`config.mk`:
```
export PLATFORM = sky130hd
export DESIGN_NAME = ddr3_pattern_gen
export DESIGN_NICKNAME = d
export VERILOG_FILES = /design/src/verilog/avl_pkg.sv /design/src/verilog/test_pkg.sv /design/src/verilog/ddr3_pattern_gen.sv
export SDC_FILE = /design/constraint.sdc
export NUM_CORES = 1
export LEC_CHECK = 0
export BUFFER_PORTS_ARGS = -buffer_cell sky130_fd_sc_hd__buf_2
export CORE_AREA = 5 5 351 353
export CTS_CLUSTER_SIZE = 25
export DETAILED_ROUTE_END_ITERATION = 10
export DIE_AREA = 0 0 356 358
export SLEW_MARGIN = 20
export SYNTH_ARGS = -nofsm -noshare
export SYNTH_HDL_FRONTEND = slang
export SYNTH_SLANG_ARGS = --single-unit
```
`constraint.sdc`:
```
create_clock -name risc_clk -period 6 [get_ports risc_clk]
set_input_delay 1.2 -clock risc_clk [delete_from_list [all_inputs] [get_ports risc_clk]]
set_output_delay 1.2 -clock risc_clk [all_outputs]
set_load 0.01 [all_outputs]
```
`src/verilog/avl_pkg.sv`:
```
package avl_pkg;

    parameter int AVL_DATA_W = 256;
    parameter int AVL_ADDR_W = 25;  // Word address
    parameter int AVL_SIZE_W = 10;

    // Tester to controller
    typedef struct packed {
        logic                  burstbegin;
        logic                  read_req;
        logic                  write_req;
        logic [AVL_ADDR_W-1:0] addr;
        logic [AVL_SIZE_W-1:0] size;
        logic [AVL_DATA_W-1:0] wdata;
    } avl_cmd_t;

    // Controller to tester
    typedef struct packed {
        logic                  ready;
        logic                  rdata_valid;
        logic [AVL_DATA_W-1:0] rdata;
        logic                  init_done;
        logic                  cal_success;
    } avl_rsp_t;

endpackage

```
`src/verilog/test_pkg.sv`:
```
package test_pkg;

    typedef struct packed {
        logic        start;       // One cycle pulse
        logic [24:0] base_addr;
        logic [9:0]  word_count;
        logic [9:0]  burst_len;
        logic [31:0] seed;
    } test_cfg_t;

    typedef struct packed {
        logic        busy;
        logic        test_pass;
        logic        test_fail;
        logic [7:0]  failures;
        logic [31:0] pass_cnt;
    } test_status_t;

    // APB register offsets
    localparam logic [11:0] REG_CTRL     = 12'h000;
    localparam logic [11:0] REG_BASE     = 12'h004;
    localparam logic [11:0] REG_COUNT    = 12'h008;
    localparam logic [11:0] REG_SEED     = 12'h00C;
    localparam logic [11:0] REG_STATUS   = 12'h010;
    localparam logic [11:0] REG_PASS_CNT = 12'h014;

endpackage
```
`src/verilog/ddr3_pattern_gen.sv`:
```
`timescale 1ns/100ps

module ddr3_pattern_gen #(
    parameter int CHK_AW = 10
) (
    input  logic                           risc_clk,
    input  logic                           reset_n,
    input  test_pkg::test_cfg_t            cfg,
    input  avl_pkg::avl_rsp_t              avl_rsp,
    output avl_pkg::avl_cmd_t              avl_cmd,
    output logic [CHK_AW-1:0]              chk_waddr,
    output logic [avl_pkg::AVL_DATA_W-1:0] chk_wdata,
    output logic                           chk_wren,
    input  logic                           done,
    output logic                           busy
);

    localparam int AW = avl_pkg::AVL_ADDR_W;

    typedef enum logic [2:0] {s_idle, s_wait_cal, s_write, s_read, s_drain} state_t;

    state_t      state;
    logic [AW-1:0] base_q;
    logic [9:0]  cnt_q;
    logic [9:0]  blen_q;
    logic [9:0]  idx_q;   // Words done in current phase
    logic [31:0] lfsr;
    logic [9:0]  rem;
    logic [9:0]  bsize;
    logic        cal_ok;
    logic        rd;
    logic        go;

    always_comb
    begin
        cal_ok = avl_rsp.init_done & avl_rsp.cal_success;
        rem    = cnt_q - idx_q;
        bsize  = (rem < blen_q) ? rem : blen_q;   // Short last burst
        rd     = (state == s_read);
        go     = (state == s_write || rd) && avl_rsp.ready;   // Issue only when ready

        avl_cmd.burstbegin = go;
        avl_cmd.read_req   = go & rd;
        avl_cmd.write_req  = go & ~rd;
        avl_cmd.addr       = base_q + AW'(idx_q);
        avl_cmd.size       = rd ? bsize : 10'd1;
        avl_cmd.wdata      = {8{lfsr}};
    end

    // Shadow copy of every written word
    assign chk_waddr = avl_cmd.addr[CHK_AW-1:0];
    assign chk_wdata = avl_cmd.wdata;
    assign chk_wren  = avl_cmd.write_req;
    assign busy      = (state != s_idle);

    always_ff @(posedge risc_clk or negedge reset_n)
    begin
        if (!reset_n)
        begin
            state  <= s_idle;
            base_q <= '0;
            cnt_q  <= 10'd0;
            blen_q <= 10'd0;
            idx_q  <= 10'd0;
            lfsr   <= 32'h1;
        end
        else
        begin
            case (state)
                s_idle:
                    if (cfg.start && cfg.word_count != 10'd0 && cfg.burst_len != 10'd0)
                    begin
                        base_q <= cfg.base_addr;
                        cnt_q  <= cfg.word_count;
                        blen_q <= cfg.burst_len;
                        idx_q  <= 10'd0;
                        lfsr   <= (cfg.seed == 32'd0) ? 32'h1 : cfg.seed;   // Avoid lockup
                        state  <= cal_ok ? s_write : s_wait_cal;
                    end
                s_wait_cal:
                    if (cal_ok)
                    begin
                        state <= s_write;
                    end
                s_write:
                    if (go)
                    begin
                        idx_q <= idx_q + 10'd1;
                        lfsr  <= {lfsr[30:0], lfsr[31] ^ lfsr[21] ^ lfsr[1] ^ lfsr[0]};
                        if (idx_q + 10'd1 == cnt_q)
                        begin
                            idx_q <= 10'd0;
                            state <= s_read;
                        end
                    end
                s_read:
                    if (go)
                    begin
                        idx_q <= idx_q + bsize;
                        if (idx_q + bsize == cnt_q)
                        begin
                            state <= s_drain;
                        end
                    end
                s_drain:
                    if (done)   // Checker saw final beat
                    begin
                        state <= s_idle;
                    end
                default:
                    state <= s_idle;
            endcase
        end
    end

    // Word index stays inside the window while commands go out
    a_idx_in_window: assert property (@(posedge risc_clk) disable iff (!reset_n)
        (state == s_write || state == s_read) |-> idx_q < cnt_q);

endmodule

```
## Word level (Yosys, flattened, before mapping)

Index checks and enable logic that the tools add are counted.

| cells by class | value |
|---|---|
| $add $sub $neg | 4 |
| magnitude comparators | 1 |
| eq/ne operators | 13 |
| muxes and demuxes | 20 |
| bitwise logic cells | 7 |
| reductions and logical operators | 15 |

Operators by type and width:

| kind | count |
|---|---|
| $mux 32 | 3 |
| $pmux 32 s2 | 1 |
| $mux 10 | 6 |
| $logic_not 32->1 | 1 |
| $pmux 10 s3 | 1 |
| $add 25x10->25 | 1 |
| $mux 3 | 7 |
| $eq 10x10->1 | 2 |
| $reduce_bool 10->1 | 2 |
| $pmux 3 s5 | 1 |
| $add 10x1->10 const B | 1 |
| $add 10x10->10 | 1 |
| $lt 10x10->1 | 1 |
| $sub 10x10->10 | 1 |
| $ne 2x2->1 const B | 4 |
| $reduce_and 7->1 | 1 |
| $eq 3x2->1 const B | 2 |
| $ne 2x1->1 const B | 3 |
| $reduce_bool 3->1 | 2 |
| $reduce_and 4->1 | 1 |
| $and 1x1->1 | 3 |
| $eq 3x1->1 const B | 1 |
| $eq 3x3->1 const B | 1 |
| $logic_and 1x1->1 | 3 |
| 8 further kinds | 10 |

| storage, ports and cells | value |
|---|---|
| bits in registers | 90 |
| input port bits | 341 |

## Depth between registers and ports, before layout

| depth | value |
|---|---|
| word-level depth | 8 |
| gate-level depth with buffers | 28 |
| depth with buffers taken out | 26 |

## Worst setup path before layout

OpenSTA, ideal clock, no wires.

| path | value |
|---|---|
| path type | register to register |
| start point | register idx_q[0] |
| end point | register state[1] |
| setup time | 0.139 ns |
| arrival | 5.766 ns |
| setup slack | 0.095 ns |
| stages on the path, launching flop included | 27 |
| buffers on the path | 2 |
| period minus slack after synthesis | 5.905 ns |
| path through | dfrtp_1 ha_1 inv_1 fa_1 a21o_1 a21oi_1 nor2b_1 o21a_1 o41a_1 xor2_1 ha_1 a21oi_1 nor2b_1 a211oi_1 clkbuf_1 clkbuf_1 nand2_1 o21ai_0 ha_1 a21o_1 a21oi_1 xor2_1 xor2_1 nand3b_1 or4b_2 and4b_4 a31oi_1 |

| on the way | value |
|---|---|
| longest elaborated chain between the ends | 7 |
| elaborated cells between the ends (all ways) | 10 |
| those cells by class | add/sub: 3; order compare: 1; eq/ne: 4; mux: 1; reduce/logical: 1 |

RTL lines:

| what | RTL line | text |
|---|---|---|
| from (decl) | ddr3_pattern_gen.sv:26 | `logic [9:0] idx_q;` |
| from (signal assigned) | ddr3_pattern_gen.sv:88 | `idx_q <= idx_q + 10'd1;` |
| from (signal assigned) | ddr3_pattern_gen.sv:99 | `idx_q <= idx_q + bsize;` |
| $sub 10x10->10 | ddr3_pattern_gen.sv:37 | `rem = cnt_q - idx_q;` |
| $lt 10x10->1 | ddr3_pattern_gen.sv:38 | `bsize = (rem < blen_q) ? rem : blen_q;` |
| $mux 10 | ddr3_pattern_gen.sv:38 |  |
| $add 10x10->10 | ddr3_pattern_gen.sv:100 | `if (idx_q + bsize == cnt_q)` |
| $eq 10x10->1 | ddr3_pattern_gen.sv:100 |  |
| $ne 2x1->1 (no source line) | n/a |  |
| $reduce_and 7->1 (no source line) (*) | n/a |  |
| to (signal assigned) | ddr3_pattern_gen.sv:102 | `state <= s_drain;` |
| to (signal assigned) | ddr3_pattern_gen.sv:108 | `state <= s_idle;` |
| to (signal assigned) | ddr3_pattern_gen.sv:111 | `state <= s_idle;` |
| to (decl) | ddr3_pattern_gen.sv:22 | `state_t state;` |

Every way passes the cells marked *; elsewhere a longest branch is shown, timed or not.
A chain may end at the register's enable or synchronous reset.

## Worst setup path after layout

| path | value |
|---|---|
| start point | register cnt_q[0] |
| end point | register state[1] |

| on the way | value |
|---|---|
| longest elaborated chain between the ends | 7 |
| elaborated cells between the ends (all ways) | 9 |
| those cells by class | add/sub: 2; order compare: 1; eq/ne: 4; mux: 1; reduce/logical: 1 |

RTL lines:

| what | RTL line | text |
|---|---|---|
| from (decl) | ddr3_pattern_gen.sv:24 | `logic [9:0] cnt_q;` |
| from (signal assigned) | ddr3_pattern_gen.sv:74 | `cnt_q <= cfg.word_count;` |
| $sub 10x10->10 | ddr3_pattern_gen.sv:37 |  |
| $lt 10x10->1 | ddr3_pattern_gen.sv:38 |  |
| $mux 10 | ddr3_pattern_gen.sv:38 |  |
| $add 10x10->10 | ddr3_pattern_gen.sv:100 |  |
| $eq 10x10->1 | ddr3_pattern_gen.sv:100 |  |
| $ne 2x1->1 (no source line) | n/a |  |
| $reduce_and 7->1 (no source line) (*) | n/a |  |

Marked as above.

==> results_dict.tcl <==
set metrics [dict create \
    worstSkewPairLatency_ns 0.43 \
    clock_sinks 90 \
    max_freq_ghz 0.173 \
    use_met1_pct 8.50 \
    cap_violations 0 \
    die_x_um 356 \
    layout-drive-gt1-share_pct 60.1 \
    slew_headroom_pct 30.0 \
    yosysUniqueCellTypes 65 \
    async_reset_ff_share_pct 100 \
    wirelength_mm 46.5 \
    cts_tree "done" \
    num-fill-cells 13900 \
    ys_warn_count 0 \
    drc_errors 0 \
    die_h_um 358 \
    slew_violations 0 \
    final_cells 2987 \
    vias 8270 \
    mostFrequentLayoutCell "buf_2" \
    htree_levels 3 \
    grtUsageMet3_pct 3.35 \
    hold_end "blen_q[3]$_DFFE_PN0P_" \
    yosysSeqAreaShare_pct 22.4 \
    cp.arrival_ns 6.06 \
    ys.flop_type "dfrtp_1" \
    drt_first_pass_iters 5 \
    clk_pin_slew_worst_paths_ns 0.07 \
    syn_to_final_growth_pct 25.3 \
    hold_path_class "reg2reg" \
    fin_tns_setup_ns 0 \
    clockBufferDepth 2 \
    synth_edf_count 0 \
    worstPathRequired_ns 6.28 \
    r2r_cells 27 \
    routedWlPerCell_um 15.6 \
    min_from "blen_q[3]$_DFFE_PN0P_" \
    tightest_slew_ns 1.04 \
    io_buffers 645 \
    grt_max_degree 48 \
    status "finished clean" \
    grt_util_met2_pct 10.2 \
    syn-num-nets 1548 \
    r2r_start "cnt_q[0]$_DFFE_PN0P_" \
    startpoint "cnt_q[0]$_DFFE_PN0P_" \
    place_inst 2943 \
    mostFrequentLayoutCells "buf_2, dfrtp_1, nand2_1" \
    synth_seq_cells 90 \
    grt.total_usage_pct 6.72 \
    grt_pass1_wl_mm 58.2 \
    cts-root-buf "clkbuf_16" \
    drt_iter0_markers 479 \
    route.antenna.remaining_nets 0 \
    holdWs_ns 0.503 \
    vias_per_cell 2.77 \
    post-route-min-period_ns 5.78 \
    postCtsHoldBufs 0 \
    initial_utilization_pct 8.41 \
    grt_overflow 0 \
    place_congestion 0.852 \
    critPathBufInv 5 \
    antenna_found_initial 17 \
    layout.nets 1741 \
    r2r-end "state[1]$_DFFE_PN0P_" \
    ios 903 \
    grt_pass1_vias 7209 \
    avgSynthCellArea_um2 8.63 \
    core_um2 119000 \
    netlist_instances 1165 \
    grt.busiest_layer "met2" \
    fin_skew_ns 0.0238 \
    num_rows 127 \
    rsz0062_at_grt "true" \
    worstHoldPathCells 1 \
    setup_violations 0 \
    critPathCaptureType "register" \
    period_share_pct 96.3 \
    ff2ff_setup_slack_ns 0.22 \
    crit_slowest_cell "or4b_4" \
    max_stage_delay_ns 0.53 \
    critPathMaxFanout 6 \
    crit_family "compound AO/OA/AOI/OAI gates" \
    cts_buffers 9 \
    cp-start-kind "register" \
    syn-cell-area_um2 10100 \
    dieArea_um2 127000 \
    place_hpwl_mm 38.8 \
    hold_viol 0 \
    worstSetupPathType "reg2reg" \
]
==> routing by layer <==
layer | vias to the layer above | wire length (um)
met2 | 474 | 20500
met1 | 3939 | 19300
met4 | 8 | 590
li1 | 3816 | -
met3 | 33 | 6100
met5 | - | 52
==> through the flow <==
stage               worst slack, ns  util (%)  instance area (um2)
floorplan                    0.0950         -                10100
global placement             -0.110      9.89                11800
detailed placement          -0.0965      9.89                11800
CTS                          0.0128      10.2                12200
global route                 -0.106      10.5                12600
finish                        0.223      10.5                12600
==> Yosys cell counts (5+ instances only) <==
cell type	instances	area [um2]
a211oi_1	7	52.6
a21o_1	9	67.6
a21oi_1	29	145
and2_1	9	56.3
and3_1	7	43.8
buf_4	494	3710
clkbuf_1	24	90.1
dfrtp_1	89	2230
ha_1	39	488
inv_1	33	124
mux2_2	49	552
mux2i_1	32	320
nand2_1	65	244
nand2b_1	5	31.3
nand3_1	23	115
nand4_1	6	37.5
nor2_1	26	97.6
nor2b_1	9	56.3
nor3_1	8	40.0
nor4_1	12	75.1
o21ai_0	57	285
xnor2_1	44	385
xor2_1	17	149
==> logic make-up after synthesis <==
family                   after synthesis  synth area share, %
AND/OR/NAND/NOR                      186                 9.18
flip-flops                            90                 22.4
adder cells (fa/ha/maj)               42                 5.45
AO/OA/AOI/OAI                        149                 9.56
XOR/XNOR                              62                 5.48
buffers and inverters                555                 39.2
multiplexers                          81                 8.67
==> flip-flops by register name (all words and copies together), names as in the netlist <==
| signal | cells |
|---|---|
| lfsr | 32 |
| state | 3 |
| idx_q | 10 |
| cnt_q | 10 |
| base_q | 25 |
| blen_q | 10 |
==> worst register-to-register path, delay by kind of cell, from the launching register on <==
family | cells | cell delay [ns]
compound gates | 9 | 1.60
simple gates | 6 | 1.32
fa+ha+maj | 4 | 1.09
buf+inv | 5 | 0.53
xor+xnor | 2 | 0.41
flops | 1 | 0.38
mux | 1 | 0.33
==> how the worst max path moves through the flow <==
stage	endpoint	cells after the start
floorplan	state[1]$_DFFE_PN0P_	26
global placement	state[1]$_DFFE_PN0P_	26
detailed placement	state[1]$_DFFE_PN0P_	26
CTS	state[1]$_DFFE_PN0P_	27
global route	state[1]$_DFFE_PN0P_	29
finish	state[1]$_DFFE_PN0P_	27
==> layout make-up <==
cell class	count	area, um2	share of cell area, %
antenna	12	30.0	0.238
clock buffer	9	225	1.79
clock inverter	7	121	0.963
inverter	33	124	0.983
multi-input combinational	520	4130	32.8
sequential	90	2250	17.9
tap	1612	2020	16.0
timing repair buffer	704	3690	29.3
==> what timing repair did <==
item / 4_1_cts / 5_1_grt
endpoints found under the setup margin: 3 / 6
resized for setup: 6 / 52
pin swaps: 4 / 30
setup buffers: 4 / 13
Power is not shown: default switching activity piles up to over one toggle a cycle in this logic, so the estimate is an artifact.
