--- config.mk ---
export PLATFORM = sky130hd
export DESIGN_NAME = ddr3_test_regs
export DESIGN_NICKNAME = d
export VERILOG_FILES = /design/src/verilog/test_pkg.sv /design/src/verilog/ddr3_test_regs.sv
export SDC_FILE = /design/constraint.sdc
export NUM_CORES = 1
export LEC_CHECK = 0
export BUFFER_PORTS_ARGS = -buffer_cell sky130_fd_sc_hd__buf_2
export CAP_MARGIN = 40
export CELL_PAD_IN_SITES_DETAIL_PLACEMENT = 0
export CELL_PAD_IN_SITES_GLOBAL_PLACEMENT = 1
export CORE_MARGIN = 1
export CORE_UTILIZATION = 34
export DETAILED_ROUTE_END_ITERATION = 8
export PLACE_DENSITY_LB_ADDON = 0.2
export SETUP_SLACK_MARGIN = 0.02
export SKIP_LAST_GASP = 1
export SYNTH_ARGS = -nofsm -noshare
export SYNTH_HDL_FRONTEND = slang
export SYNTH_SLANG_ARGS = --single-unit
--- constraint.sdc ---
create_clock -name risc_clk -period 2.35 [get_ports risc_clk]
set_clock_uncertainty 0.1 [all_clocks]
set_input_delay 0.47 -clock risc_clk [delete_from_list [all_inputs] [get_ports risc_clk]]
set_output_delay 0.47 -clock risc_clk [all_outputs]
set_load 0.01 [all_outputs]
--- src/verilog/test_pkg.sv ---
package test_pkg;

    typedef struct packed {
        logic        start;       // One cycle pulse
        logic [24:0] base_addr;
        logic [9:0]  word_count;
        logic [9:0]  burst_len;
        logic [31:0] seed;
    } test_cfg_t;

    typedef struct packed {
        logic        busy;
        logic        test_pass;
        logic        test_fail;
        logic [7:0]  failures;
        logic [31:0] pass_cnt;
    } test_status_t;

    // APB register offsets
    localparam logic [11:0] REG_CTRL     = 12'h000;
    localparam logic [11:0] REG_BASE     = 12'h004;
    localparam logic [11:0] REG_COUNT    = 12'h008;
    localparam logic [11:0] REG_SEED     = 12'h00C;
    localparam logic [11:0] REG_STATUS   = 12'h010;
    localparam logic [11:0] REG_PASS_CNT = 12'h014;

endpackage
--- src/verilog/ddr3_test_regs.sv ---
`timescale 1ns/100ps

module ddr3_test_regs (
    input  logic                   risc_clk,
    input  logic                   reset_n,
    input  logic [11:0]            paddr,
    input  logic                   psel,
    input  logic                   penable,
    input  logic                   pwrite,
    input  logic [31:0]            pwdata,
    output logic [31:0]            prdata,
    output logic                   pready,
    output logic                   pslverr,
    input  test_pkg::test_status_t status,
    output test_pkg::test_cfg_t    cfg
);

    logic mapped;
    logic wr_en;
    logic pass_seen;   // Sticky copy of the pass pulse

    assign mapped = paddr inside {test_pkg::REG_CTRL, test_pkg::REG_BASE, test_pkg::REG_COUNT,
                                  test_pkg::REG_SEED, test_pkg::REG_STATUS,
                                  test_pkg::REG_PASS_CNT};
    assign wr_en   = psel & penable & pwrite & mapped;
    assign pready  = 1'b1;   // No wait states
    assign pslverr = psel & penable & ~mapped;

    always_ff @(posedge risc_clk or negedge reset_n)
    begin
        if (!reset_n)
        begin
            cfg       <= '0;
            pass_seen <= 1'b0;
        end
        else
        begin
            cfg.start <= 1'b0;
            if (cfg.start)
            begin
                pass_seen <= 1'b0;
            end
            else if (status.test_pass)
            begin
                pass_seen <= 1'b1;
            end

            if (wr_en)
            begin
                case (paddr)
                    test_pkg::REG_CTRL:  cfg.start <= pwdata[0] & ~status.busy;
                    test_pkg::REG_BASE:  cfg.base_addr <= pwdata[24:0];
                    test_pkg::REG_COUNT:
                    begin
                        cfg.word_count <= pwdata[9:0];
                        cfg.burst_len  <= pwdata[25:16];
                    end
                    test_pkg::REG_SEED:  cfg.seed <= pwdata;
                    default: ;   // Status registers are read only
                endcase
            end
        end
    end

    always_comb
    begin
        case (paddr)
            test_pkg::REG_BASE:     prdata = {7'd0, cfg.base_addr};
            test_pkg::REG_COUNT:    prdata = {6'd0, cfg.burst_len, 6'd0, cfg.word_count};
            test_pkg::REG_SEED:     prdata = cfg.seed;
            test_pkg::REG_STATUS:
                prdata = {16'd0, status.failures, 5'd0, status.test_fail, pass_seen, status.busy};
            test_pkg::REG_PASS_CNT: prdata = status.pass_cnt;
            default:                prdata = 32'd0;
        endcase
    end

    // Access phase always follows a setup phase
    a_setup_first: assert property (@(posedge risc_clk) disable iff (!reset_n)
        (psel && penable) |-> $past(psel && !penable));

endmodule

Yosys cells after proc, flatten, opt, wreduce, memory -nomap -nowiden
Cells that the tools add are included.
Widths: inputs -> output; s select.
{"block": "totals", "regBits": 79, "latch_bits": 0, "ram_bits": 0, "rom_bits": 0, "inputBits": 92, "out_inout_bits": 112, "elab_cells": 32, "memories": 0}
{"block": "op_classes", "add_sub_neg": 0, "mul": 0, "div": 0, "magnitude_cmp": 0, "eq_ne": 5, "n_shift": 0, "mux": 8, "bitwise_logic": 7, "n_reduce_logical": 6}
{"operator": "$pmux 32 s5", "n": 1}
{"operator": "$mux 78", "n": 1}
{"operator": "$mux 32", "n": 1}
{"operator": "$mux 25", "n": 1}
{"operator": "$eq 12x4->1 const B", "n": 2}
{"operator": "$eq 12x5->1 const B", "n": 2}
{"operator": "$mux 20", "n": 1}
{"operator": "$eq 12x3->1 const B", "n": 1}
{"operator": "$logic_not 12->1", "n": 1}
{"operator": "$reduce_and 2->1", "n": 3}
{"operator": "$reduce_bool 6->1", "n": 1}
{"operator": "$and 1x1->1", "n": 5}
{"operator": "$mux 1", "n": 3}
{"operator": "$not 1->1", "n": 2}
{"operator": "$reduce_bool 2->1", "n": 1}

Longest topological paths before layout
Gate-level depths: netlist of the first run.
{"block": "depth", "word_depth": 4, "ltp_mapped": 6, "ltp_nobuf": 4}

Least setup slack after synthesis of the first run
No wires, ideal clock.
{"block": "synth_timing", "path_kind": "input-to-output", "startpoint": "input paddr[7]", "endpoint": "output prdata[16]", "t_arrival_ps": 1686, "required_ps": 1780, "slack_ps": 94, "path_stages": 6, "path_buffers": 2, "path_cell_list": "nor4_4 and3_1 buf_2 nand2_2 buf_2 o22ai_1"}
{"block": "synth_via", "elab_chain_len": 2}
{"element": "from (decl)", "line": "ddr3_test_regs.sv:6", "rtl": "input logic [11:0] paddr,"}
{"element": "$eq 12x5->1 (tied with other cells)", "line": "ddr3_test_regs.sv:67", "rtl": "case (paddr)"}
{"element": "$pmux 32 s5 *", "line": "ddr3_test_regs.sv:67"}
{"element": "to (decl)", "line": "ddr3_test_regs.sv:11", "rtl": "output logic [31:0] prdata,"}
Mark *: on every way between the ends. The rest lies on a longest branch, timed or not.

Final worst setup path of the first run
{"block": "layout_timing", "startpoint": "input paddr[8]", "endpoint": "output prdata[24]"}
The elaborated chain is that of the path after synthesis.

==> metrics.cfg, run 1 <==
[clock_tree]
post_cts_buffers = 0
htreeDepth = 3
cts_sinks = 79
numCtsBuffers = 9
clkTransAtPathRegs_ns = 0.06
clock_latency_ns = 0.33
cts_tree = done
clockRootBuffer = clkbuf_16
cts_max_path_buffers = 2

[final_layout]
fin_nets = 629
drive_gt1_share_pct = 62.0
diodes = 0
final_util_pct = 49.9
finalInstanceArea_sq_um = 5720
fin_cells = 685
syn2layout_area_growth_pct = 42.8

[worst_setup_path]
worstPathRequired_ns = 1.78
crit_slowest_cell = nor4_4
cp_max_fo = 15
endpoint_kind = output pin
cpPeakStageDelay_ns = 0.34
rr_endpoint = cfg[6]
path_cells = buf_2 -> nor4_4 -> and3_4 -> nand3b_1 -> buf_12 -> o22ai_1 -> buf_2
endpoint = prdata[24]
cpMostUsedCell = buf_2
crit_path_start_kind = input port
crit_type = input port to output pin
rrSetupSlack_ns = 1.45
reg2regPathDepth = 1
arrival_ns = 1.78
r2r_start = cfg[6]
cp-startpoint = paddr[8]

[yosys]
synth_edf_count = 0
syn_area_per_cell_sq_um = 12.5
ys_ff_latch = 79
synth_top_area_share_pct = 49.4
synth_nets = 412
syn_inst = 320
synthTopCellsByCount = mux2_2 (86), dfrtp_1 (79), mux2i_1 (34)
yosysTopAreaCell = dfrtp_1
synth_area_leaders = dfrtp_1 (49%), mux2_2 (24%), mux2i_1 (8.5%)
synth-seq-area-share_pct = 49.4
synth_area_sq_um = 4000
yosysUniqueCellTypes = 31
synthMostInstantiatedCell = mux2_2
yosys_most_used_dff = dfrtp_1
async_reset_ff_share_pct = 100
ys_warn_count = 0

[floorplan]
dieWidth_um = 111
rows = 39
dieArea_sq_um = 12200
die-height_um = 111
core_sq_um = 11500
initial_core_util_pct = 34.9
floorplan.io_pins = 204

[detailed_routing]
wl_met1_um = 5360
routed-wl-met2_um = 5380
drt_wl_total_um = 11700
remaining_drc_errors = 0
drtIter0Drc = 141
wl_per_cell_um = 17.0
dr_wl_met3_um = 761
vias = 3458
vias_per_cell = 5.05
highest-signal-layer = met4
drt_first_pass_iters = 4
postRouteAntennaNets = 0

[flow_run]
cap_violations = 0

[global_routing]
grt_overflow_total = 0
grt_max_degree = 47
grt_pass1_vias = 3483
groute.usage.overall_pct = 19.3
antenna_found_initial = 0
grt_pass1_wl_um = 18400

[place]
dp_hpwl_um = 8840
port_buffers = 202
placed_cells = 668
post_dp_cell_area_sq_um = 5330
gp_congestion = 0.804

[sta]
fin_crit_sh_pct = 100
setup_violations = 0
hold_viol = 0
fmax_mhz = 426
maxSlewViolCount = 0
period_needed_ns = 2.35
timing.hold.ws_ns = 0.263
grt_setup_unrepaired = true

[hold_path]
hold_class = input port to register

[power]
power_leakage_nw = 3.26
vdd_ir_drop_max_uv = 249
powerDensity_nw_per_um2 = 582

[outcome]
status = finished, final reports clean

==> cell type report <==
class / count / area (sq um)
clock buffer: 9 / 225
multi-input combinational: 219 / 1930
clock inverter: 7 / 143
timing repair buffer: 228 / 1260
sequential: 79 / 1980
tap: 143 / 179
fill: 1049 / 5750
==> per-layer routing <==
| metal | vias to the layer above | global-route usage (%) |
|---|---|---|
| met5 | - | 0 |
| met2 | 141 | 30.2 |
| met3 | 9 | 5.21 |
| li1 | 1620 | - |
| met1 | 1688 | 25.6 |
| met4 | 0 | 6.58 |
==> layout by cell type, fill, tap and decap left out, drive strengths merged <==
| master | n |
|---|---|
| dlygate4sd3 | 1 |
| clkinv | 1 |
| nor2b | 3 |
| nor2 | 18 |
| nor4b | 1 |
| nor3b | 3 |
| and3 | 4 |
| bufinv | 4 |
| buf | 226 |
| a22oi | 12 |
| o21ai | 6 |
| nor3 | 1 |
| nand2b | 1 |
| and2 | 6 |
| mux2i | 34 |
| nand2 | 6 |
| a221oi | 4 |
| and4b | 1 |
| nand3 | 9 |
| nor4 | 1 |
| conb | 1 |
| clkbuf | 10 |
| nand4 | 1 |
| o22ai | 15 |
| nand3b | 1 |
| inv | 2 |
| dfrtp | 79 |
| a21oi | 3 |
| mux2 | 88 |
==> report_power, final <==
part           internal, W  switching [W]  total [W]  leakage [nW]
logic             0.000122       0.000130   0.000252          1.98
registers          0.00136     0.00000132    0.00136          1.10
clock network      0.00115       0.000562    0.00171         0.180
==> logic make-up after synthesis <==
logic type | Yosys count | share of synthesized area [%]
multiplexers | 122 | 33.3
flip-flops | 79 | 49.4
AND/OR/NAND/NOR | 56 | 8.03
AO/OA/AOI/OAI | 40 | 6.59
buffers and inverters | 22 | 2.66
other | 1 | 0.0937
==> sequential cells by signal (all words and copies together) (netlist names) <==
signal	cells
pass_seen	1
cfg	78
==> metrics by stage <==
step	setup slack [ns]	power, W	TNS (ns)
2_1_floorplan	0.0935	0.00148	0
3_3_place_gp	0.000981	0.00163	0
3_5_place_dp	-0.0316	0.00164	-0.157
4_1_cts	-0.0159	0.00337	-0.0489
5_1_grt	-0.0952	0.00345	-0.956
6_report	0.000536	0.00333	0
==> worst min path at each step <==
stage / depth (start not counted) / startpoint / slack (ns) / to
2_1_floorplan: 0 / reset_n / 0.07 / cfg[0]
3_3_place_gp: 1 / cfg[77] / 0.32 / pass_seen
3_5_place_dp: 1 / cfg[77] / 0.33 / pass_seen
4_1_cts: 2 / pwdata[26] / 0.25 / cfg[26]
5_1_grt: 2 / pwdata[29] / 0.26 / cfg[29]
6_report: 3 / status[41] / 0.26 / pass_seen
==> worst max-delay path, delay by kind of cell <==
family,cells,cell delay (ns)
AOI/OAI and AO/OA,1,0.12
buffers and inverters,3,0.46
and+or+nand+nor,3,0.73
==> what timing repair did <==
action,4_1_cts,5_1_grt
resized for setup,1,2
pin swaps,0,1
endpoints found under the hold margin,10,0
hold buffers,1,0
setup endpoints to repair,15,19
(Power assumes the default switching activity.)
==> inputs of run 2 (changes only) <==
Settings changed: BUFFER_PORTS_ARGS -buffer_cell sky130_fd_sc_hd__buf_2 to unset, CORE_UTILIZATION 34 to 48, DONT_BUFFER_PORTS set to 1.
==> run 2 against run 1 <==
Against the previous run:
- setup slack better by 0.15 ns
- sequential power hardly changed
- largest power group is now registers
- final cell count is 35% lower
- largest cell class unchanged
- the flow now finishes with violations (hold timing)
==> metrics.cfg, run 2 (synthesis results as in run 1) <==
[sta]
timing.hold.ws_ns = -0.289  ; was 0.263 ns
setup_tns_ns = 0  ; unchanged
maxSlewViolCount = 0  ; unchanged
setup_violations = 0  ; unchanged
period_needed_ns = 2.20  ; was 2.35 ns
fin_crit_sh_pct = 93.5  ; was 100%
hold_viol = 79  ; was 0
fmax_mhz = 455  ; was 426 MHz
grt_setup_unrepaired = false  ; was true

[hold_path]
hold_class = input port to async pin  ; was input port to register

[global_routing]
grt_overflow_total = 0  ; unchanged
grt_max_degree = 80  ; was 47
grt_pass1_wl_um = 15300  ; was 18400 um
grt_pass1_vias = 2836  ; was 3483
groute.usage.overall_pct = 23.5  ; was 19.3%
antenna_found_initial = 0  ; unchanged

[final_layout]
mostFrequentLayoutCells = mux2_2 (86), dfrtp_1 (79), mux2i_1 (34), buf_4 (31), nor2_1 (18)  ; was buf_2 (200), mux2_2 (86), dfrtp_1 (79), mux2i_1 (34), buf_4 (22)
fin_nets = 432  ; was 629
reg.largest.list = cfg x78, pass_seen x1  ; unchanged
drive_gt1_share_pct = 40.1  ; was 62.0%
final_common_cell = mux2_2  ; was buf_2
syn2layout_area_growth_pct = 11.8  ; was 42.8%
regMostFlops = cfg  ; unchanged
diodes = 0  ; unchanged
largest_register_ffs = 78  ; unchanged
finalInstanceArea_sq_um = 4480  ; was 5720 sq um

[detailed_routing]
wl_per_cell_um = 22.7  ; was 17.0 um
drt_wl_total_um = 10100  ; was 11700 um
remaining_drc_errors = 0  ; unchanged
dr_wl_met3_um = 817  ; was 761 um
vias_per_cell = 6.25  ; was 5.05
drt_first_pass_iters = 4  ; unchanged
highest-signal-layer = met4  ; unchanged
wl_met1_um = 4160  ; was 5360 um
drtIter0Drc = 57  ; was 141
postRouteAntennaNets = 0  ; unchanged
routed-wl-met2_um = 5000  ; was 5380 um
vias = 2787  ; was 3458

[floorplan]
rows = 32  ; was 39
dieWidth_um = 93.3  ; was 111 um
die-height_um = 93.3  ; was 111 um
dieArea_sq_um = 8710  ; was 12200 sq um
initial_core_util_pct = 50.8  ; was 34.9%
floorplan.io_pins = 204  ; unchanged
core_sq_um = 7890  ; was 11500 sq um

[clock_tree]
clockRootBuffer = clkbuf_8  ; was clkbuf_16
clkTransAtPathRegs_ns = 0.08  ; was 0.06 ns
cts_sinks = 79  ; unchanged
htreeDepth = 3  ; unchanged
cts_max_path_buffers = 2  ; unchanged
clock_latency_ns = 0.35  ; was 0.33 ns
numCtsBuffers = 9  ; unchanged
cts_tree = done  ; unchanged
post_cts_buffers = 0  ; unchanged

[place]
dp_hpwl_um = 7120  ; was 8840 um
gp_congestion = 0.740  ; was 0.804
post_dp_cell_area_sq_um = 4260  ; was 5330 sq um
port_buffers = 0  ; was 202

[worst_setup_path]
cp_max_fo = 12  ; was 15
arrival_ns = 1.63  ; was 1.78 ns
rrSetupSlack_ns = 1.39  ; was 1.45 ns
worstPathRequired_ns = 1.78  ; about the same
crit_type = input port to output pin  ; unchanged
endpoint_kind = output pin  ; unchanged
crit_path_start_kind = input port  ; unchanged

[outcome]
status = finished, violations left  ; was finished, final reports clean
violations = hold timing

[power]
vdd_ir_drop_max_uv = 226  ; was 249 uV
powerDensity_nw_per_um2 = 564  ; was 582 nW/um^2
design_power_total_w = 0.00253  ; was 0.00333 W
power_leakage_nw = 2.22  ; was 3.26 nW

[flow_run]
cap_violations = 0  ; unchanged

## run 2: cell count changes in the layout (fill, tap and decap cells not counted), moves of 2 or more
| cell | before | now |
|---|---|---|
| buf_4 | 22 | 31 |
| buf_2 | 200 | 0 |
| clkbuf_8 | 0 | 9 |
| buf_12 | 4 | 0 |
| inv_6 | 2 | 0 |
| clkbuf_16 | 9 | 0 |
| bufinv_16 | 4 | 2 |
## run 2: worst paths after layout
kind	startpoint	end	cells after the start
max	paddr[7]	prdata[25]	6
min	reset_n	cfg[65]	0
max reg2reg	cfg[6]	cfg[6]	1
min reg2reg	cfg[77]	pass_seen	1
max in group asynchronous	reset_n	cfg[56]	0
min in group risc_clk	pwdata[2]	cfg[2]	1
## run 2: what timing repair did
item,CTS,global route
gates resized for setup,0,3
setup endpoints to repair,0,15
endpoints found under the hold margin,79,79
## run 2: layout make-up
class                   count  area [sq um]
clock buffers               9           124
clock inverters             6          86.3
flip-flops and latches     79          1980
fillers                   668          3410
multi-input cells         219          1930
repair buffers             31           233
well taps                 102           128
## run 2: metal layers
metal	vias up	global-route usage, %
li1	1220	-
met1	1411	28.2
met2	141	39.8
met3	15	7.64
met4	0	7.95
met5	-	0
## run 2: through the flow
step,worst slack (ns),utilization (%),instances
floorplan,0.0935,-,320
global placement,0.129,54.0,431
detailed placement,0.0470,54.0,431
CTS,0.0329,56.6,446
global route,0.0379,56.8,446
finish,0.152,56.8,446
## run 2: critical path, cell delays in order
cell	delay (ns)
nor4_4	0.29
and3_4	0.27
nand3b_1	0.10
buf_4	0.21
o22ai_1	0.14
buf_4	0.14
## run 2: power by group
part           internal [W]  switching, W
sequential          0.00136    0.00000244
clock              0.000590      0.000487
combinational     0.0000522     0.0000335
==> inputs of run 3 (changes only) <==
Clock period 2.35 ns to 2.4 ns, I/O delays scaled along.
==> run 3 against run 2 <==
Against the previous run:
- the flow still finishes with violations (hold timing)
- register-to-register slack improved by 0.05 ns
- via count down 0.18%
- setup slack improved by 0.0068 ns
- final cell count unchanged
- global-route usage unchanged
- non-clock buffer count unchanged
- critical path type unchanged
- critical endpoint unchanged
==> metrics.cfg, run 3 (synthesis results as in run 1) <==
[sta]
setup_tns_ns = 0  ; unchanged
setup_violations = 0  ; unchanged
period_needed_ns = 2.24
maxSlewViolCount = 0  ; unchanged
timing.hold.ws_ns = -0.279  ; was -0.289 ns
grt_setup_unrepaired = false  ; unchanged
fin_crit_sh_pct = 93.4
fmax_mhz = 446
hold_viol = 79  ; unchanged

[final_layout]
diodes = 0  ; unchanged
reg.largest.list = cfg x78, pass_seen x1  ; unchanged
largest_register_ffs = 78  ; unchanged
mostFrequentLayoutCells = mux2_2 (86), dfrtp_1 (79), mux2i_1 (34), buf_4 (31), nor2_1 (18)  ; unchanged
fin_nets = 432  ; unchanged
final_common_cell = mux2_2  ; unchanged
regMostFlops = cfg  ; unchanged
n_fill_cell = 668  ; unchanged
syn2layout_area_growth_pct = 11.7  ; was 11.8%
finalInstanceArea_sq_um = 4470  ; was 4480 sq um
drive_gt1_share_pct = 40.1  ; unchanged

[global_routing]
grt_pass1_wl_um = 15300  ; unchanged
groute.usage.overall_pct = 23.5  ; unchanged
antenna_found_initial = 0  ; unchanged
grt_max_degree = 80  ; unchanged
grt_pass1_vias = 2836  ; unchanged
grt_overflow_total = 0  ; unchanged

[detailed_routing]
drt_first_pass_iters = 4  ; unchanged
vias = 2782  ; was 2787
drt_wl_total_um = 10100  ; about the same
postRouteAntennaNets = 0  ; unchanged
wl_per_cell_um = 22.6  ; was 22.7 um
vias_per_cell = 6.24  ; was 6.25
drtIter0Drc = 53  ; was 57
remaining_drc_errors = 0  ; unchanged

[outcome]
status = finished, violations left  ; unchanged
violations = hold timing  ; unchanged

[place]
dp_hpwl_um = 7120  ; unchanged
port_buffers = 0  ; unchanged
gp_congestion = 0.740  ; unchanged
post_dp_cell_area_sq_um = 4260  ; unchanged

[floorplan]
dieWidth_um = 93.3  ; unchanged
initial_core_util_pct = 50.8  ; unchanged
core_sq_um = 7890  ; unchanged
dieArea_sq_um = 8710  ; unchanged
floorplan.io_pins = 204  ; unchanged
rows = 32  ; unchanged
die-height_um = 93.3  ; unchanged

[clock_tree]
numCtsBuffers = 9  ; unchanged
clkTransAtPathRegs_ns = 0.08  ; about the same
cts_sinks = 79  ; unchanged
cts_tree = done  ; unchanged
clockRootBuffer = clkbuf_8  ; unchanged
cts_max_path_buffers = 2  ; unchanged
post_cts_buffers = 0  ; unchanged
htreeDepth = 3  ; unchanged
clock_latency_ns = 0.35  ; about the same

[power]
vdd_ir_drop_max_uv = 221  ; was 226 uV
p_seq_share_pct = 53.9  ; about the same
p_sw_w = 0.000512  ; was 0.000523 W
power_frac_clock_pct = 42.7  ; about the same
internal_power_w = 0.00196  ; was 0.00200 W
comb_power_share_pct = 3.4  ; about the same
powerDensity_nw_per_um2 = 553  ; was 564 nW/um^2
sw_frac_of_total_pct = 20.7  ; about the same
power_leakage_nw = 2.22  ; about the same

[worst_setup_path]
endpoint_kind = output pin  ; unchanged
path_cells = nor4_4 -> and3_2 -> nand3b_1 -> buf_4 -> o22ai_1 -> buf_4  ; was nor4_4 -> and3_4 -> nand3b_1 -> buf_4 -> o22ai_1 -> buf_4
cpMostUsedCell = buf_4  ; unchanged
cpPeakStageDelay_ns = 0.29  ; about the same
cp_max_fo = 12  ; unchanged
crit_type = input port to output pin  ; unchanged
crit_buf_inv = 2  ; unchanged
crit_path_start_kind = input port  ; unchanged
worstPathRequired_ns = 1.82  ; was 1.78 ns
arrival_ns = 1.66  ; was 1.63 ns
crit_family = simple AND/OR/NAND/NOR gates  ; unchanged
crit_slowest_cell = and3_2  ; was nor4_4

[flow_run]
cap_violations = 0  ; unchanged

[hold_path]
hold_class = input port to async pin  ; unchanged

## run 3: cell count changes in the layout (fill, tap and decap cells not counted)
cell	before	now
and3_2	0	1
and3_4	1	0
## run 3: area by class of cell
cell class | count | area [sq um] | area share [%]
Clock buffer | 9 | 124 | 2.77
Clock inverter | 6 | 86.3 | 1.93
Multi-Input combinational cell | 219 | 1930 | 43.1
Sequential cell | 79 | 1980 | 44.2
Tap cell | 102 | 128 | 2.85
Timing Repair Buffer | 31 | 233 | 5.20
## run 3: repair_timing
action | 4_1_cts | 5_1_grt
setup endpoints to repair | 0 | 15
gates resized for setup | 0 | 2
hold endpoints to repair | 79 | 79
## run 3: power by group through the flow
stage / Clock (W) / Sequential (W) / Combinational (W)
after floorplan: 0 / 0.00136 / 0.0000916
after global placement: 0 / 0.00136 / 0.0000810
after detailed placement: 0 / 0.00136 / 0.0000828
after CTS: 0.00108 / 0.00133 / 0.0000831
after global routing: 0.00114 / 0.00133 / 0.0000912
final: 0.00106 / 0.00133 / 0.0000835
## run 3: path summary, 6_finish.rpt
| kind | slack, ns | end | startpoint | depth (start not counted) |
|---|---|---|---|---|
| worst max-delay path | 0.16 | prdata[25] | paddr[7] | 6 |
| worst min-delay path | -0.28 | cfg[65] | reset_n | 0 |
| worst max register to register | 1.44 | cfg[6] | cfg[6] | 1 |
| worst min register to register | 0.39 | pass_seen | cfg[77] | 1 |
| max in group asynchronous | 2.30 | cfg[56] | reset_n | 0 |
| min in group risc_clk | 0.16 | cfg[2] | pwdata[2] | 1 |
## run 3: layer usage
layer  global-route usage (%)  wire [um]  vias up
li1                         -          -     1220
met1                     28.2       4110     1408
met2                     39.8       5010      139
met3                     7.64        821       15
met4                     7.95        148        0
met5                        0          0        -
## run 3: metrics by stage
| step | hold WS, ns | utilization [%] | power [W] | worst slack [ns] | std cells |
|---|---|---|---|---|---|
| final | -0.279 | 56.7 | 0.00247 | 0.159 | 446 |
| after detailed placement | 0.0872 | 54.0 | 0.00144 | 0.0770 | 431 |
| after global placement | 0.0869 | 54.0 | 0.00144 | 0.159 | 431 |
| after floorplan | 0.0844 | - | 0.00145 | 0.124 | 320 |
| after CTS | -0.300 | 56.6 | 0.00250 | 0.0629 | 446 |
| after global routing | -0.307 | 56.7 | 0.00257 | 0.0399 | 446 |
